<file path="src/rtl/ram_init_pkg.sv">
package ram_init_pkg;

	// ========================================
	// Widths
	// ========================================

	// One word of a work memory
	typedef logic [7:0] byte_t;

	// Power-on pattern selector of one bank
	typedef logic [1:0] fill_mode_t;

	localparam fill_mode_t FILL_9966 = 2'd0;
	localparam fill_mode_t FILL_00FF = 2'd1;
	localparam fill_mode_t FILL_55   = 2'd2;
	localparam fill_mode_t FILL_FF   = 2'd3;

	// ========================================
	// Pattern bytes
	// ========================================

	localparam byte_t PAT_9966_LO = 8'h99;
	localparam byte_t PAT_9966_HI = 8'h66;
	localparam byte_t PAT_00FF_LO = 8'h00;
	localparam byte_t PAT_00FF_HI = 8'hFF;
	localparam byte_t PAT_55      = 8'h55;
	localparam byte_t PAT_FF      = 8'hFF;

	// Clear sequencer states
	typedef enum logic [1:0] {
		IDLE  = 2'd0,
		WRITE = 2'd1,
		HOLD  = 2'd2
	} clear_state_e;

	localparam int NUM_BANKS_DEF      = 4;
	localparam int BANK_ADDR_BITS_DEF = 10;

endpackage

</file>
<file path="src/rtl/read_collector.sv">
`timescale 1ns/1ns

module read_collector #(
	parameter int num_banks = ram_init_pkg::NUM_BANKS_DEF,
	localparam int idx_bits = (num_banks > 1) ? $clog2(num_banks) : 1
) (
	input  logic                clk_sys,
	input  logic                RESET,
	input  logic                issue,
	input  logic [idx_bits-1:0] issue_idx,
	input  logic                issue_read,
	input  ram_init_pkg::byte_t bank_rdata [num_banks],
	output logic                wb_ack,
	output ram_init_pkg::byte_t wb_dat_r
);

	import ram_init_pkg::*;

	logic                ack_q;
	logic                read_q;
	logic [idx_bits-1:0] idx_q;
	byte_t               sel_byte;

	// Line up with the registered bank data
	always_ff @(posedge clk_sys) begin
		if (RESET) begin
			ack_q  <= 1'b0;
			read_q <= 1'b0;
		end else begin
			ack_q  <= issue;
			read_q <= issue && issue_read;
		end
	end

	always_ff @(posedge clk_sys) begin
		if (issue) begin
			idx_q <= issue_idx;
		end
	end

	always_comb begin
		sel_byte = '0;
		for (int i = 0; i < num_banks; i++) begin
			if (idx_q == idx_bits'(i)) begin
				sel_byte = bank_rdata[i];
			end
		end
	end

	// Writes return zero data
	assign wb_ack   = ack_q;
	assign wb_dat_r = read_q ? sel_byte : '0;

endmodule

</file>
<file path="config.mk">
export PLATFORM = sky130hd
export DESIGN_NAME = read_collector
export DESIGN_NICKNAME = d
export VERILOG_FILES = /design/src/rtl/ram_init_pkg.sv /design/src/rtl/read_collector.sv
export SDC_FILE = /design/constraint.sdc
export NUM_CORES = 1
export LEC_CHECK = 0
export BUFFER_PORTS_ARGS = -buffer_cell sky130_fd_sc_hd__buf_2
export CORE_MARGIN = 1.5
export CORE_UTILIZATION = 25
export DETAILED_ROUTE_END_ITERATION = 6
export PLACE_DENSITY = 0.63
export SYNTH_ARGS = -nofsm -noshare
export SYNTH_HDL_FRONTEND = slang
export SYNTH_SLANG_ARGS = --single-unit
</file>
<file path="constraint.sdc">
create_clock -name clk_sys -period 1.35 [get_ports clk_sys]
set_input_delay 0.2025 -clock clk_sys [delete_from_list [all_inputs] [get_ports clk_sys]]
set_output_delay 0.2025 -clock clk_sys [all_outputs]
set_load 0.05 [all_outputs]
</file>
# After elaboration in Yosys (flattened, before gate mapping)

Index checks and enable logic that the tools add are counted.

Input port bits: 38
Flip-flop bits (word level): 4
Word-level logic and storage cells: 13

Mux-type cells: 5
Reduce and logical (&&, ||, !) cells: 2
Equal/unequal tests: 3

Operators with widths:

| cell                                                            | number |
|---|---|
| 8-bit two-way mux                                               | 5 |
| 2-bit == test, second input constant                            | 2 |
| 2-bit by 1-bit == test with 1-bit output, second input constant | 1 |
| 2-bit logical NOT                                               | 1 |
| 1-bit logical AND                                               | 1 |

# Logic depth before layout (Yosys ltp)

Gate-level depths: netlist of run 1.

Depth in word-level cells: 6
Depth in mapped cells: 4
Mapped depth without buffers: 2

# Worst setup path before layout of run 1

No wires, ideal clock.

Path kind: flip-flop to output port
Start: reg idx_q[0]
End: out wb_dat_r[0]
Data arrival time: 1.543 ns
Data required time: 1.148 ns
Cell stages (with the launch flop): 5
Slack: -0.396 ns
Path buffers: 2
Path through: edfxtp_1 buf_6 buf_12 mux2i_1 o22ai_1

Cells in the longest elaborated chain, start to end: 6
Elaborated cells between the ends (all ways): 9
Classes of those cells: 3 x eq/ne; 5 x mux; 1 x reduce/logical

RTL lines:

| item                            | line                 | RTL |
|---|---|---|
| from (decl)                     | read_collector.sv:21 | `logic [idx_bits-1:0] idx_q;` |
| from (signal assigned)          | read_collector.sv:37 | `idx_q <= issue_idx;` |
| 2-bit logical NOT               | read_collector.sv:44 | `if (idx_q == idx_bits'(i)) begin` |
| 8-bit two-way mux (3 in series) | read_collector.sv:44 |  |
| 8-bit two-way mux (*)           | read_collector.sv:44 |  |
| 8-bit two-way mux (*)           | read_collector.sv:52 | `assign wb_dat_r = read_q ? sel_byte : '0;` |
| to (decl)                       | read_collector.sv:14 | `output ram_init_pkg::byte_t wb_dat_r` |

Mark *: on every way between the ends. The rest lies on a longest branch, timed or not.

# Worst setup path in the final report of run 1

Start: reg idx_q[0]
End: out wb_dat_r[5]

Same word-level chain as after synthesis.

==> results of run 1 <==
==> power by group <==
part | total (µW) | leakage (µW) | internal [µW] | switching (µW)
sequential | 140 | 0.0000361 | 137 | 3.72
combinational | 222 | 0.000341 | 113 | 109
clock | 140 | 0.0000138 | 98.9 | 41.3
==> registers in the layout (all words and copies together) (netlist names) <==
name    flops
idx_q       2
read_q      1
wb_ack      1
==> routing by layer <==
layer	up-vias	wire [µm]
met1	204	410
met3	0	89
met5	-	0
li1	236	-
met4	0	0
met2	21	677
==> Yosys cell counts (all sizes together) <==
| master | count |
|---|---|
| nor2b | 1 |
| o22ai | 8 |
| nand2 | 1 |
| edfxtp | 2 |
| buf | 3 |
| and2 | 1 |
| dfxtp | 2 |
| mux2i | 16 |
| nand2b | 1 |
==> critical path: cells and delay by family (launching register included) <==
kind                   cells  cell delay, ns
AOI/OAI and AO/OA          1            0.15
DFF                        1            0.41
buffers and inverters      2            0.36
muxes                      1            0.15
==> layout make-up <==
class                           instances  area [µm²]
Tap cell                               15        18.8
Multi-Input combinational cell         28         294
Timing Repair Buffer                   50         322
Fill cell                             130         577
Clock buffer                            3        22.5
Sequential cell                         4         100
==> worst paths after layout <==
check	from	endpoint	slack (ns)	cells after the start
hold / removal	RESET	wb_ack$_SDFF_PP0_	0.14	2
setup / recovery	idx_q[0]$_DFFE_PP_	wb_dat_r[5]	-0.16	4
==> stage by stage <==
step	worst slack (ns)	TNS, ns	util (%)
6_report	-0.159	-1.09	56.8
5_1_grt	-0.233	-1.66	56.8
4_1_cts	-0.156	-1.18	56.2
3_5_place_dp	-0.0148	-0.0148	49.6
3_3_place_gp	0.00206	0	49.6
2_1_floorplan	-0.113	-0.880	-
==> repair_timing <==
item / CTS / global route
gates resized for setup: 20 / 2
hold buffers: 0 / 0
cloned: 0 / 0
setup endpoints to repair: 8 / 8
pin swaps: 3 / 0
hold endpoints to repair: 0 / 0
==> logic make-up (layout without fill, tap and decap cells) <==
kind of cell / count (synthesis) / in the layout
buffers and inverters: 3 / 53
muxes: 16 / 16
AOI/OAI and AO/OA: 8 / 8
and+or+nand+nor: 4 / 4
DFF: 4 / 4
==> summary.txt, run 1 <==
Worst setup path
  – Most frequent CP cell: buf_6
  – Largest stage delay on the critical path: 0.41 ns
  – Slowest CP cell: edfxtp_1
  – CP Data Arrival Time: 1.31 ns
  – CP Launch Type: flop
  – Worst Setup End Kind: primary output
  – Critical path class: flop to primary output
  – Worst path cell trace: buf_6, mux2i_2, o22ai_2, buf_6
  – Max Fanout on Critical Path: 8
  – Worst EP required: 1.15 ns

Global route
  – Number of global-route vias before repair: 464
  – Met3 usage: 3.19%
  – Initial antenna violation count: 0
  – Largest net degree at the start of global routing: 9
  – Global routing's busiest layer: met2
  – GR met1 Demand/Resource: 12.9%
  – GR Layer Usage met2: 34.0%
  – GRT Util Overall: 15.4%
  – Gr ovfl total: 0
  – First-pass GRT wire length: 1700 µm

Final layout
  – Commonest non-fill, non-tap cell in the layout: buf_2
  – Layout area overhead: 106%
  – Share of cells above drive strength 1: 75.3%
  – Final std cells w/o fill: 100
  – Commonest cells after routing, fill and taps aside: buf_2, mux2i_1, buf_6
  – Post-layout instance area: 757 µm²
  – Antenna Cells: 0
  – # nets final: 125

Run status
  – Failing checks: negative setup slack
  – Status: complete, but fails checks

Placed design
  – # port buffers: 46
  – Cells after DPL: 97
  – DP Wirelength: 967 µm
  – Final GP Congestion: 0.650
  – DP Area: 662 µm²

Yosys
  – Synthesized cell area: 368 µm²
  – Post-synthesis compound-gate area fraction: 13.6%
  – Area leader, netlist: mux2i_1
  – Synthesized area per cell: 10.5 µm²
  – Synth area leaders: mux2i_1, edfxtp_1, o22ai_1, dfxtp_1, buf_12
  – Top cell type's share of synthesized area: 43.5%
  – Count of cell types in the netlist: 11
  – Post-Synth Adder-Cell Area: 0%
  – Synth Area in XOR/XNOR: 0%
  – Mux contribution to synthesized area: 43.5%
  – Register area share after synthesis: 27.2%
  – Post-synthesis cell count: 35
  – Mapped Nets: 73
  – Yosys warns: 0
  – Synth Register Bits: 4
  – Synth Area in Simple Gates: 6.12%
  – Main combinational cell family by area after synthesis: multiplexers

Detailed routing
  – Routed via count: 461
  – Vias per inst: 4.61
  – Drt first pass iters: 2
  – DRC Markers: 0
  – Drt wl/cell: 11.8 µm
  – Routed Wire Length: 1180 µm
  – Final ANT Viol Nets: 0
  – Starting DRC count in detailed routing: 1

Pwr
  – P per Cell Area: 664 nW/µm²
  – Peak supply drop: 421 µV
  – Total power: 503 µW
  – P_leak: 0.000391 µW

Clocking
  – Root buf cell: clkbuf_4
  – Clock Path Buffers: 2
  – H-tree levels: 1
  – CTS Buf Count: 3
  – CTS tree: yes
  – Clk slew on worst S/H paths: 0.04 ns
  – CTS Sinks: 4
  – Post-CTS setup buffers: 0

Timing
  – RSZ-0062 raised after global routing: true
  – Actual slew at the worst max-slew pin: 0.409 ns
  – Final Hold Fails: 0
  – Tcrit/Tclk final: 112%
  – Post-route minimum period: 1.51 ns
  – Final hold slack: 0.145 ns
  – Max Slew Vio Count: 0
  – Relative slew slack: 72.7%
  – Fmax: 0.663 GHz
  – Worst Slack Setup Final: -0.159 ns
  – # setup viols final: 8

Floorplan
  – DIE HEIGHT: 41.4 µm
  – Die area: 1710 µm²
  – IO Count: 47
  – Row count: 13
  – Core area: 1330 µm²
  – Initial core utilization: 27.6%
  – Die width: 41.4 µm

Run
  – Max-Cap Viols: 0

Hold path
  – Hold Path Class: primary input to flop
Note: power is estimated with default switching activity, not from simulation.
==> run 2: changes to the inputs <==
--- a/config.mk
+++ b/config.mk
@@ -5,11 +5,12 @@
 export SDC_FILE = /design/constraint.sdc
 export NUM_CORES = 1
 export LEC_CHECK = 0
+export ABC_AREA = 1
 export BUFFER_PORTS_ARGS = -buffer_cell sky130_fd_sc_hd__buf_2
 export CORE_MARGIN = 1.5
 export CORE_UTILIZATION = 25
 export DETAILED_ROUTE_END_ITERATION = 6
-export PLACE_DENSITY = 0.63
+export PLACE_DENSITY = 0.57
 export SYNTH_ARGS = -nofsm -noshare
 export SYNTH_HDL_FRONTEND = slang
 export SYNTH_SLANG_ARGS = --single-unit
==> summary.txt, run 2 <==
Clocking
  – CTS Buf Count: 3
  – CTS tree: yes
  – H-tree levels: 1
  – Post-CTS setup buffers: 0
  – Root buf cell: clkbuf_4
  – Clk slew on worst S/H paths: 0.04 ns
  – Clock Path Buffers: 2
  – # hold bufs at CTS: 0
  – CTS Sinks: 4

Final layout
  – Multi-input gate area: 398 µm²
  – Reg area: 100 µm²
  – Share of cells above drive strength 1: 61.9%
  – Fin util: 55.5%
  – Antenna Cells: 0
  – Max reg flops: 2
  – Commonest non-fill, non-tap cell in the layout: buf_2
  – Fillers: 187
  – Commonest cells after routing, fill and taps aside: buf_2, nand2_1, o21ai_1
  – Layout area overhead: 106%
  – Post-layout instance area: 968 µm²
  – # nets final: 173
  – Top reg by flops: idx_q

Yosys
  – Mapped Nets: 119
  – Register area share after synthesis: 21.3%
  – EDFF count, synth: 2
  – Count of cell types in the netlist: 16
  – List of most frequent post-synthesis cells: nand2_1, inv_1, o21ai_0
  – Fraction of registers with async set/reset: 0%
  – Synth area leaders: nand2_1, edfxtp_1, o21ai_0, inv_1, dfxtp_1
  – Synth Register Bits: 4
  – Area leader, netlist: nand2_1
  – Top cell type's share of synthesized area: 17.6%
  – Top-count cell post-synth: nand2_1
  – Synthesized area per cell: 5.81 µm²
  – Ys flop type: edfxtp_1
  – Post-synthesis cell count: 81
  – Yosys warns: 0
  – Synthesized cell area: 470 µm²

Floorplan
  – IO Count: 47
  – Die area: 2150 µm²
  – Row count: 15
  – Initial core utilization: 27.0%
  – Die width: 46.4 µm
  – Core area: 1750 µm²
  – DIE HEIGHT: 46.4 µm

Global route
  – GRT Util Overall: 14.6%
  – Initial antenna violation count: 0
  – First-pass GRT wire length: 2260 µm
  – Largest net degree at the start of global routing: 13
  – Number of global-route vias before repair: 587
  – Gr ovfl total: 0

Detailed routing
  – Drt first pass iters: 2
  – Starting DRC count in detailed routing: 5
  – Drt wl/cell: 9.52 µm
  – Routed Wire Length: 1510 µm
  – Vias per inst: 4.20
  – DRC Markers: 0
  – Routed via count: 668
  – Final ANT Viol Nets: 0

Run status
  – Status: complete, but fails checks
  – Failing checks: negative setup slack

Pwr
  – Int Pwr: 377 µW
  – Peak supply drop: 474 µV
  – P_sw: 227 µW
  – Clk network pwr share: 27.0%
  – P_leak: 0.000476 µW
  – Logic pwr share: 49.2%
  – Reg power frac: 23.9%
  – Switching fraction of total power: 37.5%
  – P per Cell Area: 624 nW/µm²

Worst setup path
  – Max Fanout on Critical Path: 4
  – Worst Setup End Kind: primary output
  – Slowest CP cell: edfxtp_1
  – Critical path origin: idx_q[0]$_DFFE_PP_
  – CP Data Arrival Time: 1.46 ns
  – CP Launch Type: flop
  – Worst path cell trace: buf_6, o21ai_1, nand3_2, nand2_2, clkinvlp_4, buf_8
  – Worst EP required: 1.15 ns
  – Largest stage delay on the critical path: 0.48 ns
  – Critical path class: flop to primary output

Timing
  – Relative slew slack: 84.2%
  – Tcrit/Tclk final: 123%
  – RSZ-0062 raised after global routing: true
  – Setup TNS: -2.07 ns
  – Post-route minimum period: 1.66 ns
  – Actual slew at the worst max-slew pin: 0.236 ns
  – Fmax: 0.602 GHz
  – # setup viols final: 8
  – Max Slew Vio Count: 0
  – Worst Slack Setup Final: -0.312 ns
  – Final Hold Fails: 0

Hold path
  – Hold Path Class: primary input to flop
  – Hold path startpoint: RESET

Run
  – Max-Cap Viols: 0

Placed design
  – Dpl ws: -0.156 ns
  – # port buffers: 46
  – DP Area: 807 µm²
  – DP Wirelength: 1140 µm
  – Final GP Congestion: 0.687
-- run 2: per-layer routing --
layer / GRT usage [%] / share of wire, % / wire, µm
met5: 0 / 0 / 0
met4: 5.14 / 0 / 0
met3: 1.96 / 6.4 / 97
met2: 26.7 / 54 / 821
met1: 17.1 / 39 / 594
-- run 2: critical path, delay by kind of cell, from the launching register on --
kind	cells	cell delay (ns)
DFF	1	0.48
and+or+nand+nor	2	0.20
buffers and inverters	3	0.41
AOI/OAI and AO/OA	1	0.14
-- run 2: kinds of logic (layout without fill, tap and decap cells) --
logic type	Yosys count	count (layout)	share of synthesized area (%)
flops	4	4	21.3
compound gates	16	16	17.8
buf+inv	16	69	17.6
simple gates	45	45	43.4
-- run 2: path summary, 6_finish.rpt --
path,end,slack (ns),depth (start not counted)
worst max-delay path,wb_dat_r[4],-0.31,6
worst min-delay path,read_q$_SDFF_PP0_,0.14,2
-- run 2: final cells by class --
cell class | instances | share of cell area, %
multi-input combinational | 61 | 41.1
timing repair buffer | 52 | 35.9
sequential | 4 | 10.3
inverter | 13 | 6.72
tap | 25 | 3.23
clock buffer | 4 | 2.71
-- run 2: power groups by stage --
stage | combinational, µW | sequential (µW) | clock (µW)
detailed placement | 247 | 145 | 0
CTS | 279 | 143 | 173
finish | 297 | 144 | 163
global route | 325 | 145 | 180
floorplan | 164 | 150 | 0
global placement | 246 | 145 | 0
-- run 2: repair_timing --
| action | 4_1_cts | 5_1_grt |
|---|---|---|
| endpoints found under the setup margin | 8 | 8 |
| pin swaps | 8 | 5 |
| gates resized for setup | 30 | 17 |
-- run 2: metrics by stage --
stage	std cells	total power, µW	hold slack [ns]
final	159	604	0.139
after global routing	159	650	0.129
after CTS	159	595	0.130
after detailed placement	155	392	0.381
after global placement	155	391	0.375
after floorplan	81	313	0.274
