`config.mk`:
```
export PLATFORM = sky130hd
export DESIGN_NAME = bus_decoder
export DESIGN_NICKNAME = d
export VERILOG_FILES = /design/src/rtl/ram_init_pkg.sv /design/src/rtl/bus_decoder.sv
export SDC_FILE = /design/constraint.sdc
export NUM_CORES = 1
export LEC_CHECK = 0
export BUFFER_PORTS_ARGS = -buffer_cell sky130_fd_sc_hd__buf_4
export CAP_MARGIN = 15
export CORE_MARGIN = 8
export CORE_UTILIZATION = 40
export DETAILED_ROUTE_END_ITERATION = 16
export GPL_TIMING_DRIVEN = 0
export PLACE_DENSITY = 0.8
export RECOVER_POWER = 25
export SLEW_MARGIN = 10
export SYNTH_ARGS = -nofsm -noshare
export SYNTH_HDL_FRONTEND = slang
export SYNTH_SLANG_ARGS = --single-unit
```
`constraint.sdc`:
```
create_clock -name clk_sys -period 3.8 [get_ports clk_sys]
set_clock_uncertainty 0.15 [all_clocks]
set_input_delay 0.38 -clock clk_sys [delete_from_list [all_inputs] [get_ports clk_sys]]
set_output_delay 0.38 -clock clk_sys [all_outputs]
set_load 0.005 [all_outputs]
```
`src/rtl/ram_init_pkg.sv`:
```
package ram_init_pkg;

	// ========================================
	// Widths
	// ========================================

	// One word of a work memory
	typedef logic [7:0] byte_t;

	// Power-on pattern selector of one bank
	typedef logic [1:0] fill_mode_t;

	localparam fill_mode_t FILL_9966 = 2'd0;
	localparam fill_mode_t FILL_00FF = 2'd1;
	localparam fill_mode_t FILL_55   = 2'd2;
	localparam fill_mode_t FILL_FF   = 2'd3;

	// ========================================
	// Pattern bytes
	// ========================================

	localparam byte_t PAT_9966_LO = 8'h99;
	localparam byte_t PAT_9966_HI = 8'h66;
	localparam byte_t PAT_00FF_LO = 8'h00;
	localparam byte_t PAT_00FF_HI = 8'hFF;
	localparam byte_t PAT_55      = 8'h55;
	localparam byte_t PAT_FF      = 8'hFF;

	// Clear sequencer states
	typedef enum logic [1:0] {
		IDLE  = 2'd0,
		WRITE = 2'd1,
		HOLD  = 2'd2
	} clear_state_e;

	localparam int NUM_BANKS_DEF      = 4;
	localparam int BANK_ADDR_BITS_DEF = 10;

endpackage

```
`src/rtl/bus_decoder.sv`:
```
`timescale 1ns/1ns

module bus_decoder #(
	parameter int num_banks      = ram_init_pkg::NUM_BANKS_DEF,
	parameter int bank_addr_bits = ram_init_pkg::BANK_ADDR_BITS_DEF,
	localparam int idx_bits      = (num_banks > 1) ? $clog2(num_banks) : 1,
	localparam int adr_bits      = bank_addr_bits + idx_bits
) (
	input  logic                      clk_sys,
	input  logic                      RESET,

	// Wishbone classic request side
	input  logic                      wb_cyc,
	input  logic                      wb_stb,
	input  logic                      wb_we,
	input  logic [adr_bits-1:0]       wb_adr,
	input  ram_init_pkg::byte_t       wb_dat_w,

	input  logic                      busy,

	// Bank access, valid for one cycle
	output logic [num_banks-1:0]      bank_sel,
	output logic [bank_addr_bits-1:0] bank_addr,
	output logic                      bank_we,
	output logic                      bank_re,
	output ram_init_pkg::byte_t       bank_wdata,

	// To the read collector
	output logic                      issue,
	output logic [idx_bits-1:0]       issue_idx
);

	logic                      pending;
	logic                      accept;
	logic [idx_bits-1:0]       req_idx;
	logic [bank_addr_bits-1:0] req_addr;
	logic [num_banks-1:0]      req_sel;

	// ========================================
	// Address split
	// ========================================

	// Upper bits pick the bank, lower bits the word
	assign req_addr = wb_adr[bank_addr_bits-1:0];
	assign req_idx  = wb_adr[adr_bits-1:bank_addr_bits];

	// An index past the last bank selects nothing
	always_comb begin
		req_sel = '0;
		for (int i = 0; i < num_banks; i++) begin
			if (req_idx == idx_bits'(i)) begin
				req_sel[i] = 1'b1;
			end
		end
	end

	// Host is held off for the whole clear
	assign accept = wb_cyc && wb_stb && !busy && !pending;

	// ========================================
	// Issue
	// ========================================

	// Pending covers the access cycle and the ack cycle
	always_ff @(posedge clk_sys) begin
		if (RESET) begin
			pending  <= 1'b0;
			issue    <= 1'b0;
			bank_sel <= '0;
			bank_we  <= 1'b0;
			bank_re  <= 1'b0;
		end else begin
			issue    <= accept;
			bank_sel <= accept ? req_sel : '0;
			bank_we  <= accept && wb_we;
			bank_re  <= accept && !wb_we;
			if (accept) begin
				pending <= 1'b1;
			end else if (!issue) begin
				pending <= 1'b0;
			end
		end
	end

	// Address, data and index of the accepted request
	always_ff @(posedge clk_sys) begin
		if (accept) begin
			bank_addr  <= req_addr;
			bank_wdata <= wb_dat_w;
			issue_idx  <= req_idx;
		end
	end

endmodule

```
Word level (Yosys, flattened, before mapping)
Index checks and enable logic that the tools add are counted.

cells by class
  equal/unequal tests = 4
  mux-type cells = 6
  bitwise operators = 1
  reductions and logical operators = 10

operator list
  kind                                                             count
  1-bit 2-to-1 mux                                                 6
  1-bit logical AND                                                5
  2-bit == test, second input constant                             2
  1-bit logical NOT                                                3
  2-bit by 1-bit == test with 1-bit output, second input constant  1
  2-bit logical NOT                                                1
  2-bit by 1-bit != test with 1-bit output, second input constant  1
  2-bit OR reduction                                               1
  1-bit NOT                                                        1

storage, ports and cells
  flip-flop bits (word level) = 28
  input port bits = 26
  output and inout port bits = 27
  logic and storage cells = 29

Depth between registers and ports, before layout
Gate-level depths: netlist (run 1).

  depth after elaboration = 5
  depth in mapped cells = 3
  gate-level depth less buffers = 2

Worst setup path before layout (run 1)
No wires, ideal clock.

  path type = input -> register
  start point = input busy
  end point = register bank_addr[0], enable pin
  arrival = 1133 ps
  required time = 3275 ps
  path slack = 2142 ps
  stages = 3
  buffers on the path = 1
  path through = nand4bb_1 > buf_6 > inv_1

on the way
  word-level cells in the longest chain between the ends = 3

RTL lines
  what                            line               text
  start, declared                 bus_decoder.sv:19  input logic busy,
  1-bit logical NOT               bus_decoder.sv:58  assign accept = wb_cyc && wb_stb && !busy && !pending;
  1-bit logical AND (2 in a row)  bus_decoder.sv:58
  via accept                      bus_decoder.sv:34  logic accept;
  end signal, assigned            bus_decoder.sv:88  bank_addr <= req_addr;
  end, declared                   bus_decoder.sv:23  output logic [bank_addr_bits-1:0] bank_addr,

The timed path passes the listed nets, and every way through them passes these cells.
A chain may end at the register's enable or synchronous reset.

Final worst setup path (run 1)
  start point = register pending
  end point = register bank_wdata[3], enable pin

on the way
  word-level cells in the longest chain between the ends = 2

RTL lines
  what                    line               text
  start, declared         bus_decoder.sv:33  logic pending;
  start signal, assigned  bus_decoder.sv:67  pending <= 1'b0;
  start signal, assigned  bus_decoder.sv:78  pending <= 1'b1;
  start signal, assigned  bus_decoder.sv:80  pending <= 1'b0;
  1-bit logical NOT       bus_decoder.sv:58
  1-bit logical AND       bus_decoder.sv:58
  via accept              bus_decoder.sv:34
  end signal, assigned    bus_decoder.sv:89  bank_wdata <= wb_dat_w;
  end, declared           bus_decoder.sv:26  output ram_init_pkg::byte_t bank_wdata,

The timed path passes the listed nets, and every way through them passes these cells.

==> results of run 1 <==
-- through the flow --
step	setup WS (ns)	hold slack [ns]	util, %	instance area [um2]
after floorplan	2.14	0.282	-	896
after global placement	1.91	0.290	60.6	1310
after detailed placement	1.88	0.299	60.6	1310
after CTS	2.06	0.0567	61.6	1340
after global routing	1.96	0.0579	61.6	1340
final	2.09	0.0640	61.6	1340
-- placed cells by master (no fill, tap or decap), drive strengths merged --
master,n
buf,34
clkbuf,22
edfxtp,20
dfxtp,8
nor4b,2
nand2,2
nor3,2
nand4bb,1
inv,1
nor4,1
nor3b,1
nor2,1
a21oi,1
-- flip-flops by register name (all words and copies together) (netlist names) --
signal,count
bank_addr,10
bank_re,1
bank_sel,4
bank_wdata,8
bank_we,1
issue,1
issue_idx,2
pending,1
-- power groups by stage --
stage               clock (W)  combinational (W)  sequential, W
global placement            0          0.0000420       0.000344
detailed placement          0          0.0000443       0.000344
finish               0.000113          0.0000423       0.000337
global route         0.000126          0.0000460       0.000338
floorplan                   0         0.00000961       0.000345
CTS                  0.000117          0.0000443       0.000338
-- critical path, delay by kind of cell, from the launching register on --
kind / cells / cell delay [ns]
DFF: 1 / 0.33
buffers and inverters: 2 / 0.69
and+or+nand+nor: 1 / 0.18
-- cells by family after synthesis --
kind of cell / count (synthesis)
flops: 28
simple gates: 10
compound gates: 1
buf+inv: 3
-- area by class of cell --
| cell class | instances | area, um2 |
|---|---|---|
| fill | 182 | 833 |
| multi-input combinational | 11 | 115 |
| tap | 28 | 35.0 |
| timing repair buffer | 51 | 383 |
| clock buffer | 3 | 22.5 |
| buffer | 2 | 16.3 |
| inverter | 1 | 3.75 |
| sequential | 28 | 761 |
-- path summary, 6_finish.rpt --
check,end,slack [ns],depth (start not counted)
hold / removal,bank_re,0.06,2
hold reg to reg,pending,0.32,2
setup reg to reg,bank_wdata[3],2.09,3
setup / recovery,bank_wdata[3],2.09,3
-- metal layers --
| metal | vias up | track usage [%] |
|---|---|---|
| met5 | - | 0 |
| met4 | 0 | 3.34 |
| met3 | 0 | 5.48 |
| met2 | 40 | 14.3 |
| met1 | 243 | 12.4 |
| li1 | 266 | - |
==> flow_summary_export.csv, run 1 <==
group,metric,value,unit
pwr,intPower,0.000398,W
setup_path,cp.required,3.61,ns
timing,fin_setup_tns,0,ns
synthesis,syn_inst,42,
synthesis,yosysWarningCount,0,
global_route,grt_max_degree,21,
setup_path,setup.worst_path.start,"pending",
synthesis,yosys-top-cells-count,"edfxtp_1 (20), dfxtp_1 (8), nand2_1 (2), nor4b_4 (2)",
synthesis,synthSimpleGateAreaFrac,12.3,%
global_route,grt_pass1_vias,589,
finish,area_growth,49.2,%
synthesis,synth_adder_area_share,0,%
clocking,cts_buffers,3,
clocking,ctsResizeCount,0,
synthesis,syn_area,896,um2
pwr,power.switching,0.0000942,W
global_route,antenna_found_initial,0,
hold_path,hp-class,"input pin to flop",
clocking,cts_num_sinks,28,
timing,maxSlewViolCount,0,
synthesis,synth-xor-area-share,0,%
floorplan,num_rows,17,
finish,diodes,0,
synthesis,yosys.area.top_type_share,67.0,%
detailed_routing,ant_nets,0,
floorplan,die_w,63.3,um
floorplan,ios,53,
setup_path,end_kind,"flop",
floorplan,initial_core_util,41.3,%
synthesis,muxShareOfSynthArea,0,%
placement,dp_hpwl,1670,um
synthesis,synth_area_leaders,"edfxtp_1 (67%), dfxtp_1 (18%), nor4b_4 (5.3%)",
synthesis,synth_nets,68,
pwr,p_leak,0.555,nW
synthesis,syn_area_per_cell,21.3,um2
pwr,ir_worst_vdd,0.174,mV
synthesis,yosys.area.top_type,"edfxtp_1",
setup_path,crit_arrival,1.52,ns
pwr,p_seq_share,68.5,%
pwr,total_power,0.000492,W
clocking,cts-root-buf,"clkbuf_4",
detailed_routing,firstDrtPassIters,4,
setup_path,cpPeakStageDelay,0.52,ns
setup_path,crit_chain,"nand4bb_1 -> buf_6 -> inv_1",
setup_path,criticalPathCategory,"flop to flop",
detailed_routing,vias,549,
finish,fin_nets,124,
run,max_cap_violations,0,
detailed_routing,met1Wirelength,888,um
synthesis,synth_seq_cells,28,
floorplan,die_y,63.3,um
timing,hold_viol_final,0,
pwr,swShare,19.1,%
clocking,insertion_delay,0.31,ns
clocking,cts_tree,"built",
clocking,cts_max_path_buffers,2,
clocking,cts_hold_buf,0,
floorplan,dieArea,4010,um2
placement,placed_cells,121,
placement,io_buffers,51,
finish,drive_gt1_share,63.5,%
global_route,grt_pass1_wl,3200,um
timing,setup_viol,0,
finish,stdcell_count,124,
floorplan,core,2170,um2
pwr,p_per_area,368,nW/um2
clocking,clkTransAtPathRegs,0.13,ns
setup_path,crit_path_max_fanout,20,
detailed_routing,first_iter_violations,19,
global_route,grt_util_all_layers,9.99,%
detailed_routing,remaining_drc_errors,0,
timing,fin_crit,1.71,ns
global_route,grt-ovfl-total,0,
synthesis,ys_seq_area_share,84.9,%
detailed_routing,post_drt_wl_per_cell,16.1,um
detailed_routing,vias_per_cell,4.43,
pwr,p_clk_share,22.9,%
setup_path,slowest_stage,"inv_1",
synthesis,synthArstFlopShare,0,%
timing,rsz0062_at_grt,"false",
detailed_routing,wl_met2,824,um
synthesis,synth_edf_count,20,
status,status,"completed",
clocking,h-tree-depth,1,
synthesis,synth_top_family_by_area,"simple AND/OR/NAND/NOR gates",
detailed_routing,highest_layer,"met3",
setup_path,worstReg2RegStart,"pending",
timing,maxClockFrequency,0.585,GHz
synthesis,ys.flop_type,"edfxtp_1",
setup_path,start_kind,"flop",
placement,gp_congestion,0.766,
timing,relSlewSlack,53.1,%
synthesis,synth.distinct_cells,14,
timing,finalCritPeriodShare,45.0,%
synthesis,synth_most_common_cell,"edfxtp_1",
clocking,post_cts_buffers,0,
detailed_routing,wl,1990,um
detailed_routing,met3WireLength,280,um
synthesis,synth_compound_area_share,0.559,%
hold_path,hp-start,"wb_we",
timing,worst_slew_pin_slew,0.703,ns
pwr,pwr-share-comb,8.6,%
(Power assumes the default switching activity.)
==> run 2: changes to the inputs <==
clock period = 1.8 ns   (was 3.8 ns; I/O delays follow)
==> run 2 against run 1 <==
Compared with the run above: die area is the same; global-route usage grew 1.7 points; via count grew 17%; critical endpoint unchanged.
==> flow_summary_export.csv, run 2 (same netlist as run 1, synthesis figures left out) <==
group,metric,value,unit
pwr,p_clk_share,22.5,%
setup_path,r2r-end,"bank_wdata[3]",
finish,final_util,71.5,%
detailed_routing,ant_nets,0,
detailed_routing,wl,2360,um
finish,area_growth,73.0,%
finish,top_regs,"bank_addr x10, bank_wdata x8, bank_sel x4",
timing,fin_setup_tns,0,ns
placement,placed_cell_area,1310,um2
setup_path,criticalPathCategory,"flop to flop",
pwr,swShare,19.9,%
global_route,grt_max_degree,21,
finish,nFillCells,152,
hold_path,hp-class,"input pin to flop",
pwr,p_leak,0.634,nW
global_route,antenna_found_initial,0,
detailed_routing,post_drt_wl_per_cell,16.3,um
finish,top_register,"bank_addr",
floorplan,num_rows,17,
pwr,pwr-share-comb,11.9,%
finish,fin_area,1550,um2
timing,maxSlewViolCount,0,
finish,drive_gt1_share,53.0,%
setup_path,cp.required,1.61,ns
finish,largest_register_ffs,10,
placement,dp_hpwl,1670,um
clocking,cts_buffers,3,
clocking,insertion_delay,0.32,ns
finish,layout_commonest_cell,"buf_4",
pwr,power.switching,0.000216,W
finish,multi_input_area,115,um2
floorplan,core,2170,um2
setup_path,crit_chain,"nand4bb_1 -> buf_6 -> clkinvlp_4",
timing,relSlewSlack,73.7,%
detailed_routing,vias_per_cell,4.45,
clocking,post_cts_buffers,0,
global_route,grt-ovfl-total,0,
placement,io_buffers,51,
pwr,ir_worst_vdd,0.395,mV
global_route,grt_pass1_vias,693,
setup_path,start_kind,"flop",
setup_path,slowest_stage,"clkinvlp_4",
clocking,h-tree-depth,1,
global_route,grt_pass1_wl,3820,um
floorplan,initial_core_util,41.3,%
placement,placed_cells,121,
setup_path,cpPeakStageDelay,0.36,ns
timing,worst_slew_pin_slew,0.394,ns
pwr,intPower,0.000871,W
pwr,p_seq_share,65.6,%
setup_path,worstReg2RegStart,"pending",
placement,gp_congestion,0.766,
detailed_routing,vias,645,
floorplan,die_y,63.3,um
timing,setup_viol,0,
setup_path,rrSetupSlack,0.27,ns
status,status,"completed",
finish,layout_common_cells,"buf_4 (33), clkbuf_4 (21), dlygate4sd3_1 (21), edfxtp_1 (20), dfxtp_1 (8)",
clocking,cts_max_path_buffers,2,
setup_path,end_kind,"flop",
timing,finalCritPeriodShare,85.3,%
setup_path,crit_path_max_fanout,20,
timing,hold_viol_final,0,
timing,fin_crit,1.53,ns
clocking,cts-root-buf,"clkbuf_4",
detailed_routing,remaining_drc_errors,0,
setup_path,setup.worst_path.start,"pending",
timing,maxClockFrequency,0.652,GHz
floorplan,die_w,63.3,um
finish,stdcell_count,145,
timing,rsz0062_at_grt,"false",
run,max_cap_violations,0,
detailed_routing,firstDrtPassIters,4,
pwr,p_per_area,701,nW/um2
finish,fin_nets,145,
setup_path,crit_arrival,1.34,ns
setup_path,endpoint,"bank_wdata[3]",
floorplan,dieArea,4010,um2
global_route,grt_util_all_layers,11.7,%
clocking,cts_num_sinks,28,
finish,diodes,0,
floorplan,ios,53,
clocking,clkTransAtPathRegs,0.14,ns
finish,seqCellArea,761,um2
clocking,cts_tree,"built",
setup_path,reg2regPathDepth,3,
detailed_routing,first_iter_violations,28,
run 2: changes by cell type in the layout (fill, tap and decap cells not counted):
cell / delta
inv_1: -1
clkinvlp_4: +1
dlygate4sd3_1: +21
run 2: power by group through the flow:
| stage | logic, W | registers (W) | clock network [W] |
|---|---|---|---|
| after detailed placement | 0.0000936 | 0.000727 | 0 |
| after floorplan | 0.0000203 | 0.000729 | 0 |
| after global placement | 0.0000887 | 0.000727 | 0 |
| after global routing | 0.000138 | 0.000714 | 0.000270 |
| final | 0.000129 | 0.000713 | 0.000245 |
| after CTS | 0.000131 | 0.000713 | 0.000247 |
run 2: area by class of cell:
cell class	instances	share of cell area [%]
clock buffer	3	1.45
buffer	2	1.05
tap	28	2.26
timing repair buffer	72	38.3
inverter	1	0.484
sequential	28	49.1
multi-input combinational	11	7.43
run 2: worst max-delay path, delay by kind of cell, from the launching register on:
family / cells / cell delay [ns]
flops: 1 / 0.35
buf+inv: 2 / 0.54
simple gates: 1 / 0.13
run 2: stage by stage:
step                      total power [W]  setup WS, ns  hold WS [ns]
final                             0.00109         0.265        0.0498
after global routing              0.00112         0.157        0.0692
after CTS                         0.00109        0.0617        0.0584
after detailed placement         0.000821        0.0799         0.207
after global placement           0.000815         0.106         0.203
after floorplan                  0.000749         0.243         0.101
run 2: how the worst min path moves through the flow:
| stage | start | end | slack, ns | cells after the start |
|---|---|---|---|---|
| final | RESET | pending | 0.05 | 2 |
| after global routing | RESET | bank_we | 0.07 | 2 |
| after CTS | RESET | pending | 0.06 | 2 |
| after detailed placement | wb_we | bank_re | 0.21 | 2 |
| after global placement | wb_we | bank_re | 0.20 | 2 |
| after floorplan | wb_adr[10] | bank_sel[0] | 0.10 | 1 |
run 2: what timing repair did:
item	in CTS	in global routing
hold buffers	21	0
setup endpoints to repair	0	20
gates resized for setup	0	1
endpoints found under the hold margin	26	0
run 2: metal layers:
layer	global-route usage (%)	vias to the layer above	part of all wire [%]
met5	0	-	0
met4	3.34	0	0
met3	5.48	0	11
met2	18.3	44	44
met1	14.0	295	45
li1	-	306	-
==> run 3: changes to the inputs <==
CORE_UTILIZATION = 39   (was 40)
PLACE_DENSITY = 0.78   (was 0.8)
==> run 3 against run 2 <==
Compared with the run above: setup slack got worse by 0.074 ns; routed wire length up 13%; clock-buffer cell count is the same; via count increased by 3.7%; largest cell class unchanged.
==> flow_summary_export.csv, run 3 (same netlist as run 1, synthesis figures left out) <==
group,metric,value,unit
detailed_routing,wl,2680,um
timing,fin_crit,1.61,ns
finish,layout_commonest_cell,"buf_4",
timing,rsz0062_at_grt,"false",
setup_path,cp.required,1.91,ns
detailed_routing,firstDrtPassIters,4,
clocking,cts_buffers,3,
finish,layout_common_cells,"buf_4 (33), dlygate4sd3_1 (22), edfxtp_1 (20), clkbuf_4 (20), dfxtp_1 (8)",
pwr,p_per_area,699,nW/um2
finish,drive_gt1_share,51.7,%
finish,top_regs,"bank_addr x10, bank_wdata x8, bank_sel x4",
setup_path,end_kind,"flop",
timing,relSlewSlack,72.4,%
clocking,cts_tree,"built",
placement,dp_hpwl,1570,um
setup_path,crit_family,"buffers and inverters",
floorplan,die_y,63.9,um
global_route,grt_util_all_layers,13.5,%
setup_path,crit_arrival,1.72,ns
detailed_routing,post_drt_wl_per_cell,18.3,um
timing,fin_setup_tns,0,ns
clocking,clkTransAtPathRegs,0.14,ns
pwr,ir_worst_vdd,0.400,mV
timing,finalCritPeriodShare,89.4,%
clocking,cts_max_path_buffers,2,
timing,maxSlewViolCount,0,
detailed_routing,ant_nets,0,
setup_path,slowest_stage,"dlygate4sd3_1",
setup_path,crit_chain,"dlygate4sd3_1 -> clkbuf_1 -> nor4_2 -> dlygate4sd3_1",
finish,fin_nets,146,
setup_path,start_kind,"input pin",
global_route,grt_pass1_wl,4200,um
setup_path,crit_path_max_fanout,5,
clocking,insertion_delay,0.32,ns
pwr,p_leak,0.637,nW
finish,diodes,0,
setup_path,criticalPathCategory,"input pin to flop",
detailed_routing,vias_per_cell,4.58,
detailed_routing,first_iter_violations,18,
clocking,cts-root-buf,"clkbuf_4",
clocking,h-tree-depth,1,
placement,gp_congestion,0.756,
timing,maxClockFrequency,0.622,GHz
timing,hold_viol_final,0,
detailed_routing,remaining_drc_errors,0,
timing,finalWorstSetupSlack,0.191,ns
status,status,"completed",
timing,setup_viol,0,
setup_path,path_buf_inv,3,
floorplan,die_w,63.9,um
floorplan,dieArea,4090,um2
floorplan,initial_core_util,40.9,%
finish,area_growth,73.7,%
detailed_routing,vias,669,
finish,nFillCells,135,
finish,largest_register_ffs,10,
setup_path,crit_path_frequent_cell,"dlygate4sd3_1",
global_route,grt_max_degree,21,
global_route,grt_pass1_vias,733,
floorplan,ios,53,
global_route,grt-ovfl-total,0,
timing,worst_slew_pin_slew,0.413,ns
run,max_cap_violations,0,
placement,io_buffers,51,
clocking,post_cts_buffers,0,
floorplan,num_rows,17,
hold_path,hp-class,"input pin to flop",
global_route,antenna_found_initial,0,
floorplan,core,2190,um2
clocking,cts_num_sinks,28,
setup_path,cpPeakStageDelay,0.56,ns
finish,top_register,"bank_addr",
placement,dp_slack,0.0915,ns
run 3: timing repair:
action	4_1_cts	5_1_grt
endpoints found under the setup margin	0	20
hold buffers	22	0
endpoints found under the hold margin	26	0
resized for setup	0	1
run 3: cell type report:
type | instances | area [um2] | area share [%]
Clock buffer | 3 | 22.5 | 1.45
Sequential cell | 28 | 761 | 48.9
Multi-Input combinational cell | 11 | 115 | 7.40
Inverter | 1 | 7.51 | 0.482
Buffer | 2 | 16.3 | 1.05
Tap cell | 28 | 35.0 | 2.25
Timing Repair Buffer | 73 | 599 | 38.5
run 3: power breakdown:
group	switching (W)	internal [W]
Combinational	0.0000463	0.0000838
Clock	0.000167	0.0000782
Sequential	0.00000534	0.000708
Total	0.000218	0.000870
run 3: worst paths after layout:
path / startpoint / endpoint / slack, ns / depth (start not counted)
min reg2reg: pending / pending / 0.33 / 2
min: RESET / pending / 0.05 / 2
max: wb_adr[10] / bank_sel[0] / 0.19 / 4
max reg2reg: pending / bank_sel[0] / 0.22 / 4
run 3: stage by stage:
stage	hold WS (ns)	utilization [%]	power [W]	area [um2]	cells
2_1_floorplan	0.101	-	0.000749	896	42
3_3_place_gp	0.204	60.0	0.000815	1310	121
3_5_place_dp	0.203	60.0	0.000819	1310	121
4_1_cts	0.0661	71.0	0.00109	1560	146
5_1_grt	0.0540	71.0	0.00112	1560	146
6_report	0.0486	71.0	0.00109	1560	146
run 3: per-layer routing:
layer	vias to the layer above	routed length (um)	global-route usage, %
li1	308	-	-
met1	315	1010	14.3
met2	42	1290	21.8
met3	4	342	6.79
met4	0	41	6.13
met5	-	0	0
