--- src/rtl/ram_init_pkg.sv ---
package ram_init_pkg;

	// ========================================
	// Widths
	// ========================================

	// One word of a work memory
	typedef logic [7:0] byte_t;

	// Power-on pattern selector of one bank
	typedef logic [1:0] fill_mode_t;

	localparam fill_mode_t FILL_9966 = 2'd0;
	localparam fill_mode_t FILL_00FF = 2'd1;
	localparam fill_mode_t FILL_55   = 2'd2;
	localparam fill_mode_t FILL_FF   = 2'd3;

	// ========================================
	// Pattern bytes
	// ========================================

	localparam byte_t PAT_9966_LO = 8'h99;
	localparam byte_t PAT_9966_HI = 8'h66;
	localparam byte_t PAT_00FF_LO = 8'h00;
	localparam byte_t PAT_00FF_HI = 8'hFF;
	localparam byte_t PAT_55      = 8'h55;
	localparam byte_t PAT_FF      = 8'hFF;

	// Clear sequencer states
	typedef enum logic [1:0] {
		IDLE  = 2'd0,
		WRITE = 2'd1,
		HOLD  = 2'd2
	} clear_state_e;

	localparam int NUM_BANKS_DEF      = 4;
	localparam int BANK_ADDR_BITS_DEF = 10;

endpackage

--- src/rtl/clear_sequencer.sv ---
`timescale 1ns/1ns

module clear_sequencer #(
	parameter int bank_addr_bits = ram_init_pkg::BANK_ADDR_BITS_DEF
) (
	input  logic                      clk_sys,
	input  logic                      RESET,
	input  logic                      start_clear,
	output logic                      busy,
	output logic [bank_addr_bits-1:0] fill_addr,
	output logic                      fill_we
);

	import ram_init_pkg::*;

	localparam logic [bank_addr_bits-1:0] last_addr = '1;

	clear_state_e state;

	// ========================================
	// Address walk
	// ========================================

	// One write cycle then one idle cycle per word
	always_ff @(posedge clk_sys) begin
		if (RESET) begin
			state     <= IDLE;
			fill_addr <= '0;
		end else begin
			case (state)
				IDLE: begin
					// Start pulses are only seen here, so a pulse during a clear is dropped
					if (start_clear) begin
						state     <= WRITE;
						fill_addr <= '0;
					end
				end
				WRITE: begin
					state <= HOLD;
				end
				HOLD: begin
					if (fill_addr == last_addr) begin
						state <= IDLE;
					end else begin
						fill_addr <= fill_addr + 1'b1;
						state     <= WRITE;
					end
				end
				default: begin
					state <= IDLE;
				end
			endcase
		end
	end

	// Busy spans every WRITE and HOLD cycle of the pass
	assign busy    = (state != IDLE);
	assign fill_we = (state == WRITE);

endmodule

--- config.mk ---
export PLATFORM = sky130hd
export DESIGN_NAME = clear_sequencer
export DESIGN_NICKNAME = d
export VERILOG_FILES = /design/src/rtl/ram_init_pkg.sv /design/src/rtl/clear_sequencer.sv
export SDC_FILE = /design/constraint.sdc
export NUM_CORES = 1
export LEC_CHECK = 0
export BUFFER_PORTS_ARGS = -buffer_cell sky130_fd_sc_hd__buf_2
export CORE_MARGIN = 5
export CORE_UTILIZATION = 50
export CTS_CLUSTER_SIZE = 14
export DETAILED_ROUTE_END_ITERATION = 6
export PLACE_DENSITY = 0.75
export SLEW_MARGIN = 5
export SYNTH_ARGS = -nofsm -noshare
export SYNTH_HDL_FRONTEND = slang
export SYNTH_SLANG_ARGS = --single-unit
export TNS_END_PERCENT = 100
--- constraint.sdc ---
create_clock -name clk_sys -period 2.2 [get_ports clk_sys]
set_clock_uncertainty 0.05 [all_clocks]
set_input_delay 0.11 -clock clk_sys [delete_from_list [all_inputs] [get_ports clk_sys]]
set_output_delay 0.11 -clock clk_sys [all_outputs]
set_load 0.01 [all_outputs]
# ---- Yosys cells after proc, flatten, opt, wreduce, memory -nomap -nowiden
# Index checks and enable logic that the tools add are counted.
dict set report totals {
  ff_bits 12
  in_bits 3
  output_inout_bits 12
  wordCells 18
}
dict set report op_classes {
  add_sub_neg 1
  n_eq_ne 5
  muxes 6
  reduce_logical 4
}
# cell n
set op_table {}
lappend op_table {{10-bit two-way mux} 2}
lappend op_table {{10-bit one-hot mux with 2 select lines} 1}
lappend op_table {{10-bit by 1-bit adder with 10-bit output, second input constant} 1}
lappend op_table {{10-bit equality test, second input constant} 1}
lappend op_table {{2-bit one-hot mux with 3 select lines} 1}
lappend op_table {{2-bit inequality test, second input constant} 2}
lappend op_table {{2-bit nonzero test} 2}
lappend op_table {{3-bit AND reduction} 1}
lappend op_table {{2-bit by 1-bit equality test with 1-bit output, second input constant} 1}
lappend op_table {{2-bit equality test, second input constant} 1}
lappend op_table {{2-bit logical NOT} 1}
lappend op_table {{2-bit two-way mux} 1}
lappend op_table {{1-bit two-way mux} 1}

# ---- Logic depth before layout (Yosys ltp)
# Gate-level depths: netlist (run 1).
dict set report depth {
  depth_word 3
  depth_mapped 5
  ltp_nobuf 5
}

# ---- Worst setup path after synthesis (run 1)
# Ideal clock, no wire load.
dict set report synth_timing {
  kind {register to register}
  from {register fill_addr[0]}
  to {register fill_addr[1]}
  setup_ns 0.121
  arrival_time_ns 1.496
  t_required_ns 2.029
  setup_slack_ns 0.533
  stages_incl_launch_ff 6
  n_path_buf 0
  period_less_slack_ns 1.667
  cell_sequence {dfxtp_1 ha_1 nand3_2 nor3b_2 a211oi_1 a2bb2o_1}
}
dict set report synth_via {
  elab_chain_len 3
  elab_cells_between_ends 6
  cone_classes {1 x add/sub; 2 x eq/ne; 2 x mux; 1 x reduce/logical}
}
# item line_no
set synth_lines {}
lappend synth_lines {{start, declared} clear_sequencer.sv:10} ;# output logic [bank_addr_bits-1:0] fill_addr,
lappend synth_lines {{start signal, assigned} clear_sequencer.sv:45} ;# fill_addr <= fill_addr + 1'b1;
lappend synth_lines {{10-bit by 1-bit adder with 10-bit output or 10-bit equality test (tied branches)} {clear_sequencer.sv:45, clear_sequencer.sv:42}}
lappend synth_lines {{10-bit two-way mux or 2-bit inequality test (tied branches)} --}
lappend synth_lines {{10-bit one-hot mux with 2 select lines or 3-bit AND reduction (tied branches)} --}
# Several ways; a longest one is shown, not always the timed one. The select of a mux whose other input is x is not followed.
# A chain may end at the register's enable or synchronous reset.

# ---- Worst setup path in the final report (run 1)
# Same ends and word-level chain as after synthesis.

==> summary.md, run 1 <==
| Metric | Value |
|---|---|
| Status | `finished clean` |
| Final setup fails | `0` |
| Final hold violation count | `0` |
| Initial Util | `0.520` |
| Min-Delay Path Depth | `2` |
| Final worst-path cycle share | `0.806` |
| Inst Count DP | `101` |
| Worst EP required | `2.31 ns` |
| DRC viols | `0` |
| Via density | `6.09` |
| Wire per inst | `13.3 µm` |
| Rows | `13` |
| Global-route wire length before repair | `2.43 mm` |
| Measured slew at the worst slew-check pin | `0.403 ns` |
| Synth area leader | `dfxtp_1` |
| Relative slew slack | `0.731` |
| CTS root buffer | `clkbuf_4` |
| Core footprint | `1270 µm²` |
| Post-synth top flop | `dfxtp_1` |
| First-pass DRT Iterations | `4` |
| H-tree depth | `1` |
| Final Total Pwr | `406 µW` |
| DR iter-0 viols | `13` |
| Die Y | `46.3 µm` |
| Setup bufs post-CTS | `0` |
| Critical path capture point type | `flop` |
| Routability Congestion | `0.763` |
| RSZ-0062 raised after global routing | `false` |
| Most frequent cells after synthesis | `dfxtp_1, nand2_1, nor2_1` |
| Total grt overflow | `0` |
| Max cap viols | `0` |
| Slowest stage cell on the critical path | `dfxtp_1` |
| Final std cells w/o fill | `104` |
| Initial antenna violation count | `0` |
| R2R depth | `5` |
| Worst setup SP type | `flop` |
| Arrival @ worst endpoint | `1.88 ns` |
| Crit path kind | `reg -> reg` |
| Input/output buffers | `14` |
| Syn nets | `79` |
| Post-synth ARST share | `0` |
| CTS clk-pin slew, worst paths | `0.07 ns` |
| Hold buffer count at CTS | `0` |
| Final #Nets | `95` |
| Post-detail-place hpwl | `1.03 mm` |
| Maximum vdd ir drop | `0.000359 V` |
| Num CTS Buffers | `3` |
| Max incr delay on CP | `0.45 ns` |
| Total GRT Usage | `0.154` |
| Mean Syn Cell Area | `8.79 µm²` |
| Pins Over Slew Limit | `0` |
| Mapped Cells | `75` |
| Fill cells | `124` |
| Total number of vias | `633` |
| Clock buffer depth | `2` |
| Mapped Area | `659 µm²` |
| Die width | `46.3 µm` |
| Top post-synthesis cells by area | `dfxtp_1, a311oi_1, nand2b_1` |
| Post-CTS Resized | `0` |
| Pleak | `0.302 nW` |
| EDFF count, synth | `0` |
| Setup Total Neg Slack | `0 ns` |
| Cell with the most instances after synthesis | `dfxtp_1` |
| CTS tree | `built` |
| CTS sink cnt | `12` |
| N_diodes | `0` |
| Unique masters post-synth | `35` |
| #FFs+latches synth | `12` |
| Largest net degree at the start of global routing | `16` |
| Synth top area share | `0.364` |
| Hold/Removal Path Class | `in -> reg` |
| YS warnings | `0` |
| Register area share after synthesis | `0.364` |
| Fmax | `564 MHz` |
| WL final | `1.38 mm` |
| CP Cell Sequence | `ha_1, nand3_2, nor3b_2, a211oi_1, a2bb2o_1` |
| Latest clock arrival within the worst-skew pair | `0.27 ns` |
| Vias in the first global route | `569` |
| PwrDens | `540 nW/µm²` |
| Crit-path max FO | `8` |
| Minimum clock period | `1.77 ns` |
| Final core occ | `0.593` |
| Detail Route Antenna Nets | `0` |
| Layout cells sized above 1 | `0.236` |
| Area grow syn2layout | `14.0%` |
| Die area | `2150 µm²` |
| IO Pins | `15` |
==> path summary, 6_finish.rpt <==
path                startpoint           end  slack, ns
setup / recovery  fill_addr[0]  fill_addr[1]       0.43
hold / removal           RESET      state[0]       0.13
setup reg to reg  fill_addr[0]  fill_addr[1]       0.43
hold reg to reg   fill_addr[8]  fill_addr[8]       0.48
==> through the flow <==
stage               worst slack, ns  hold slack, ns  instance area [µm²]
finish                        0.427           0.131                  752
global route                  0.273           0.138                  752
CTS                           0.428           0.130                  752
detailed placement            0.441           0.407                  729
global placement              0.504           0.399                  729
floorplan                     0.533           0.193                  659
==> state kept, by name, indices dropped and copies added (netlist names) <==
name       flops
state          2
fill_addr     10
==> layout make-up <==
| cell class | instances | area, µm² | area share |
|---|---|---|---|
| multi-input combinational | 57 | 389 | 0.517 |
| clock buffer | 3 | 22.5 | 0.0300 |
| timing repair buffer | 14 | 70.1 | 0.0932 |
| tap | 15 | 18.8 | 0.0250 |
| sequential | 12 | 240 | 0.319 |
| inverter | 3 | 11.3 | 0.0150 |
==> report_power, final <==
group / leakage, nW / total (mW) / internal (mW) / switching [mW]
logic: 0.191 / 0.0471 / 0.0194 / 0.0277
clock network: 0.0138 / 0.132 / 0.0633 / 0.0689
registers: 0.0971 / 0.227 / 0.221 / 0.00529
total: 0.302 / 0.406 / 0.304 / 0.102
==> worst max-delay path: cells and delay by family (launching register included) <==
kind | cells | cell delay, ns
and+or+nand+nor | 2 | 0.47
DFF | 1 | 0.45
AOI/OAI and AO/OA | 2 | 0.44
adders and majority gates | 1 | 0.25
==> per-layer routing <==
layer | vias to the layer above | share of wire | GRT usage
met2 | 22 | 0.46 | 0.255
li1 | 316 | - | -
met4 | 0 | 0.022 | 0.0682
met1 | 290 | 0.46 | 0.188
met5 | - | 0 | 0
met3 | 5 | 0.058 | 0.0352
==> cells by family after synthesis <==
| family | Yosys count | synth area share |
|---|---|---|
| AND/OR/NAND/NOR | 32 | 0.292 |
| AO/OA/AOI/OAI | 23 | 0.264 |
| flip-flops | 12 | 0.364 |
| buffers and inverters | 6 | 0.0455 |
| multiplexers | 1 | 0.0152 |
| adder cells (fa/ha/maj) | 1 | 0.0190 |
==> layout by cell type, fill, tap and decap left out, drive strengths merged, types with 2 or more instances in the layout <==
cell and n:
buf 14, dfxtp 12, nand2 5, nor2 5, nand2b 4, a311oi 4, a21oi 4, nand3 4
and3 3, inv 3, clkbuf 3, and2b 2, a41oi 2, nor2b 2, a211oi 2, o211ai 2
o21ai 2, o311ai 2
No activity file was read; power rests on OpenSTA's default activity.
==> run 2, diff against run 1 <==
==> constraint.sdc (replaced) <==
create_clock -name clk_sys -period 1.8 [get_ports clk_sys]
set_clock_uncertainty 0.05 [all_clocks]
set_input_delay 0.09 -clock clk_sys [delete_from_list [all_inputs] [get_ports clk_sys]]
set_output_delay 0.09 -clock clk_sys [all_outputs]
set_load 0.01 [all_outputs]
==> run 2 against run 1 <==
Net effect:
- critical path depth stayed put
- non-clock buffer count is 2 higher
- via count is 6.0% higher
- routed wire length is 6.9% higher
- sequential power is 21% higher
- largest power group unchanged
==> summary.md, run 2 (same netlist as run 1, synthesis figures left out) <==
| Metric | Value |
|---|---|
| CTS root buffer | `clkbuf_4` |
| Latest clock arrival within the worst-skew pair | `0.28 ns (about the same)` |
| Fmax | `610 MHz (+8.1%)` |
| RSZ-0062 raised after global routing | `false` |
| Clock share of power | `0.389 (+0.063)` |
| Largest registers | `fill_addr: 10 flops, state: 2 flops` |
| Largest register FFs | `10 (unchanged)` |
| Most frequent cells in the layout | `buf_2, dfxtp_1, nand2_1, nor2_1` |
| Global-route wire length before repair | `2.58 mm (+6.3%)` |
| Critical path capture point type | `flop` |
| WL final | `1.48 mm (+6.9%)` |
| Crit-path max FO | `6 (-2)` |
| Initial Util | `0.520 (unchanged)` |
| Relative slew slack | `0.730 (-0.00110)` |
| Comb power frac | `0.114 (-0.002)` |
| CTS clk-pin slew, worst paths | `0.08 ns (about the same)` |
| Input/output buffers | `14 (unchanged)` |
| Net switching power | `135 µW (+32%)` |
| Total grt overflow | `0 (unchanged)` |
| Setup bufs post-CTS | `0 (unchanged)` |
| Post-detail-place hpwl | `1.06 mm (+2.7%)` |
| Vias in the first global route | `617 (+8.4%)` |
| Layout cells sized above 1 | `0.261 (+0.0249)` |
| Maximum vdd ir drop | `0.000373 V (+3.7%)` |
| N_diodes | `0 (unchanged)` |
| CTS tree | `built` |
| Max cap viols | `0 (unchanged)` |
| Status | `finished clean` |
| Inst Count DP | `103 (+2.0%)` |
| Core footprint | `1270 µm² (unchanged)` |
| Hold/Removal Path Class | `in -> reg` |
| Minimum clock period | `1.64 ns (-0.133 ns)` |
| Commonest non-fill, non-tap cell in the layout | `buf_2` |
| Worst EP required | `1.91 ns (-0.40 ns)` |
| IO Pins | `15 (unchanged)` |
| Final core occ | `0.615 (+0.0227)` |
| Post-CTS Resized | `0 (unchanged)` |
| Setup Total Neg Slack | `0 ns (unchanged)` |
| Pins Over Slew Limit | `0 (unchanged)` |
| PwrDens | `709 nW/µm² (+31%)` |
| Final worst-path cycle share | `0.911 (+0.105)` |
| Final #Nets | `97 (+2.1%)` |
| Area grow syn2layout | `18.4%` |
| First-pass DRT Iterations | `4 (unchanged)` |
| Detail Route Antenna Nets | `0 (unchanged)` |
| Die area | `2150 µm² (unchanged)` |
| Total GRT Usage | `0.166 (+0.0113)` |
| Seq pwr share | `0.497 (-0.061)` |
| Clock buffer depth | `2 (unchanged)` |
| Largest net degree at the start of global routing | `16 (unchanged)` |
| Worst setup SP type | `flop` |
| Total number of vias | `671 (+6.0%)` |
| Rows | `13 (unchanged)` |
| DR iter-0 viols | `31 (+18)` |
| H-tree depth | `1 (unchanged)` |
| DRC viols | `0 (unchanged)` |
| Biggest register | `fill_addr` |
| CTS sink cnt | `12 (unchanged)` |
| Hold WS | `0.102 ns (-0.0289 ns)` |
| Die Y | `46.3 µm (unchanged)` |
| Routability Congestion | `0.768 (+0.64%)` |
| Arrival @ worst endpoint | `1.75 ns (-0.13 ns)` |
| Int Power | `419 µW (+38%)` |
| Final hold violation count | `0 (unchanged)` |
| Crit path kind | `reg -> reg` |
| Pleak | `0.320 nW (+6.0%)` |
| Hold buffer count at CTS | `0 (unchanged)` |
| Num CTS Buffers | `3 (unchanged)` |
| Final std cells w/o fill | `107 (+2.9%)` |
| Sw Ratio | `0.244 (-0.00744)` |
| Wire per inst | `13.8 µm (+3.9%)` |
| Final setup fails | `0 (unchanged)` |
| Via density | `6.27 (+3.0%)` |
| Die width | `46.3 µm (unchanged)` |
| Initial antenna violation count | `0 (unchanged)` |
| Measured slew at the worst slew-check pin | `0.405 ns (+0.00166 ns)` |
## run 2: final cells by class
| cell class | count | area, µm² |
|---|---|---|
| fillers | 118 | 488 |
| multi-input cells | 57 | 389 |
| flip-flops and latches | 12 | 240 |
| repair buffers | 16 | 85.1 |
| clock buffers | 4 | 36.3 |
| well taps | 15 | 18.8 |
| inverters | 3 | 11.3 |
## run 2: worst paths after layout
| path | start | endpoint | slack, ns | depth (start not counted) |
|---|---|---|---|---|
| max | fill_addr[0] | fill_addr[1] | 0.16 | 5 |
| max reg2reg | fill_addr[0] | fill_addr[1] | 0.16 | 5 |
| min reg2reg | fill_addr[8] | fill_addr[8] | 0.46 | 2 |
| min | RESET | state[0] | 0.10 | 2 |
## run 2: routing by layer
metal  routed length, µm  GRT usage
met1                 631      0.207
met2                 714      0.261
met3                  99     0.0391
met4                  33     0.0852
met5                   0          0
## run 2: critical path, stage by stage, from the launching register on
cell and delay (ns):
dfxtp_1 0.35, ha_1 0.22, nand3_2 0.15, nor3b_2 0.32, a211oi_1 0.15, a2bb2o_1 0.30
## run 2: per-stage QoR
step	power, mW	setup WS [ns]	area, µm²
final	0.554	0.160	781
after global routing	0.582	0.0510	781
after CTS	0.560	0.153	781
after detailed placement	0.345	0.181	744
after global placement	0.343	0.239	744
after floorplan	0.326	0.133	659
## run 2: power by group through the flow
stage	clock (mW)	sequential, mW	combinational (mW)
floorplan	0	0.282	0.0440
global placement	0	0.281	0.0618
detailed placement	0	0.282	0.0631
CTS	0.221	0.275	0.0638
global route	0.236	0.276	0.0700
finish	0.215	0.275	0.0630
==> run 3, diff against run 2 <==
--- a/config.mk
+++ b/config.mk
@@ -6,11 +6,11 @@
 export NUM_CORES = 1
 export LEC_CHECK = 0
 export BUFFER_PORTS_ARGS = -buffer_cell sky130_fd_sc_hd__buf_2
-export CORE_MARGIN = 5
-export CORE_UTILIZATION = 50
+export CORE_AREA = 5 5 42 44
 export CTS_CLUSTER_SIZE = 14
 export DETAILED_ROUTE_END_ITERATION = 6
-export PLACE_DENSITY = 0.75
+export DIE_AREA = 0 0 47 49
+export PLACE_DENSITY = 0.74
 export SLEW_MARGIN = 5
 export SYNTH_ARGS = -nofsm -noshare
 export SYNTH_HDL_FRONTEND = slang
==> constraint.sdc (replaced) <==
create_clock -name clk_sys -period 1.95 [get_ports clk_sys]
set_clock_uncertainty 0.05 [all_clocks]
set_input_delay 0.0975 -clock clk_sys [delete_from_list [all_inputs] [get_ports clk_sys]]
set_output_delay 0.0975 -clock clk_sys [all_outputs]
set_load 0.01 [all_outputs]
==> run 3 against run 2 <==
Net effect:
- cell count is 1.9% lower
- non-clock buffer count is 2 lower
- die area is 7.4% higher
- combinational power is 15% lower
- sequential share of layout area is 1.1 points higher
- register-to-register slack hardly changed
- critical path type unchanged
- critical endpoint unchanged
- largest power group unchanged
==> summary.md, run 3 (same netlist as run 1, synthesis figures left out) <==
| Metric | Value |
|---|---|
| Status | `finished clean` |
| Final setup fails | `0 (unchanged)` |
| Max cap viols | `0 (unchanged)` |
| Final #Nets | `95 (-2.1%)` |
| Commonest non-fill, non-tap cell in the layout | `buf_2` |
| Total grt overflow | `0 (unchanged)` |
| R2R Setup Slk | `0.16 ns (about the same)` |
| Crit path kind | `reg -> reg` |
| Die width | `47 µm (+1.5%)` |
| Final instance area | `753 µm² (-3.5%)` |
| Hold/Removal Path Class | `in -> reg` |
| DRC viols | `0 (unchanged)` |
| Setup bufs post-CTS | `0 (unchanged)` |
| Initial antenna violation count | `0 (unchanged)` |
| Rows | `14 (+1)` |
| CTS clk-pin slew, worst paths | `0.07 ns (about the same)` |
| Relative slew slack | `0.719 (-0.0116)` |
| Via density | `6.03 (-3.9%)` |
| Global-route wire length before repair | `2.30 mm (-11%)` |
| Die Y | `49 µm (+5.8%)` |
| Num CTS Buffers | `3 (unchanged)` |
| Minimum clock period | `1.79 ns (+0.154 ns)` |
| Total GRT Usage | `0.138 (-0.0275)` |
| WL final | `1.42 mm (-4.0%)` |
| Core footprint | `1400 µm² (+10%)` |
| Hold buffer count at CTS | `0 (unchanged)` |
| Input/output buffers | `14 (unchanged)` |
| Crit-path max FO | `8 (+2)` |
| Pleak | `0.302 nW (-5.6%)` |
| Die area | `2300 µm² (+7.4%)` |
| Routability Congestion | `0.728 (-5.1%)` |
| Biggest register | `fill_addr` |
| Final Total Pwr | `457 µW (-17%)` |
| Detail Route Antenna Nets | `0 (unchanged)` |
| Largest net degree at the start of global routing | `16 (unchanged)` |
| Latest clock arrival within the worst-skew pair | `0.27 ns (about the same)` |
| RSZ-0062 raised after global routing | `false` |
| Most frequent cells in the layout | `buf_2, dfxtp_1, nand2_1, nor2_1` |
| First-pass DRT Iterations | `4 (unchanged)` |
| CTS sink cnt | `12 (unchanged)` |
| Final hold violation count | `0 (unchanged)` |
| Final worst-path cycle share | `0.920 (+0.00865)` |
| N_diodes | `0 (unchanged)` |
| Measured slew at the worst slew-check pin | `0.422 ns (+0.0174 ns)` |
| Critical path capture point type | `flop` |
| Worst setup SP type | `flop` |
| Post-detail-place hpwl | `1.03 mm (-3.1%)` |
| CTS root buffer | `clkbuf_4` |
| Post-CTS Resized | `0 (unchanged)` |
| Pins Over Slew Limit | `0 (unchanged)` |
| Maximum vdd ir drop | `0.000353 V (-5.3%)` |
| DR iter-0 viols | `24 (-23%)` |
| Arrival @ worst endpoint | `1.91 ns (+0.16 ns)` |
| Vias in the first global route | `554 (-10%)` |
| Fmax | `558 MHz (-8.6%)` |
| Area grow syn2layout | `14.2%` |
| PwrDens | `607 nW/µm² (-14%)` |
| Initial Util | `0.471 (-0.0492)` |
| Clock buffer depth | `2 (unchanged)` |
| Worst EP required | `2.07 ns (+0.16 ns)` |
| H-tree depth | `1 (unchanged)` |
| Total number of vias | `633 (-5.7%)` |
| Layout cells sized above 1 | `0.236 (-0.0249)` |
| Largest register FFs | `10 (unchanged)` |
| Placed inst area | `731 µm² (-1.8%)` |
| Wire per inst | `13.5 µm (-2.2%)` |
| IO Pins | `15 (unchanged)` |
| Largest registers | `fill_addr: 10 flops, state: 2 flops` |
| CTS tree | `built` |
| Setup Total Neg Slack | `0 ns (unchanged)` |
[run 3: cell type report]
cell class	count	area, µm²
Multi-Input combinational cell	57	389
Sequential cell	12	240
Tap cell	16	20.0
Fill cell	143	648
Clock buffer	3	22.5
Timing Repair Buffer	14	70.1
Inverter	3	11.3
[run 3: report_power, final]
| group | internal, mW | switching, mW | leakage (nW) | total, mW |
|---|---|---|---|---|
| Clock | 0.0716 | 0.0757 | 0.0138 | 0.147 |
| Combinational | 0.0220 | 0.0317 | 0.191 | 0.0537 |
| Sequential | 0.250 | 0.00615 | 0.0971 | 0.256 |
| Total | 0.343 | 0.114 | 0.302 | 0.457 |
[run 3: stage by stage]
| stage | hold slack, ns | utilization | setup slack [ns] | instances |
|---|---|---|---|---|
| 2_1_floorplan | 0.181 | - | 0.283 | 75 |
| 3_3_place_gp | 0.382 | 0.521 | 0.234 | 102 |
| 3_5_place_dp | 0.389 | 0.521 | 0.188 | 102 |
| 4_1_cts | 0.120 | 0.538 | 0.163 | 105 |
| 5_1_grt | 0.119 | 0.538 | 0.0678 | 105 |
| 6_report | 0.115 | 0.538 | 0.157 | 105 |
[run 3: layer usage]
metal | up-vias | part of all wire | track usage
met1 | 301 | 0.44 | 0.166
met3 | 5 | 0.062 | 0.0369
met5 | - | 0 | 0
met2 | 14 | 0.47 | 0.204
li1 | 313 | - | -
met4 | 0 | 0.025 | 0.0968
[run 3: worst paths after layout]
| check | endpoint | cells past startpoint | startpoint |
|---|---|---|---|
| worst max register to register | fill_addr[1] | 5 | fill_addr[0] |
| worst min-delay path | state[1] | 2 | RESET |
| worst max-delay path | fill_addr[1] | 5 | fill_addr[0] |
| worst min register to register | fill_addr[8] | 2 | fill_addr[8] |
[run 3: worst max-delay path, cell delays in order, from the launching register on]
cell and delay, ns:
dfxtp_1 0.45, ha_1 0.25, nand3_2 0.14, nor3b_2 0.33, a211oi_1 0.16, a2bb2o_1 0.29
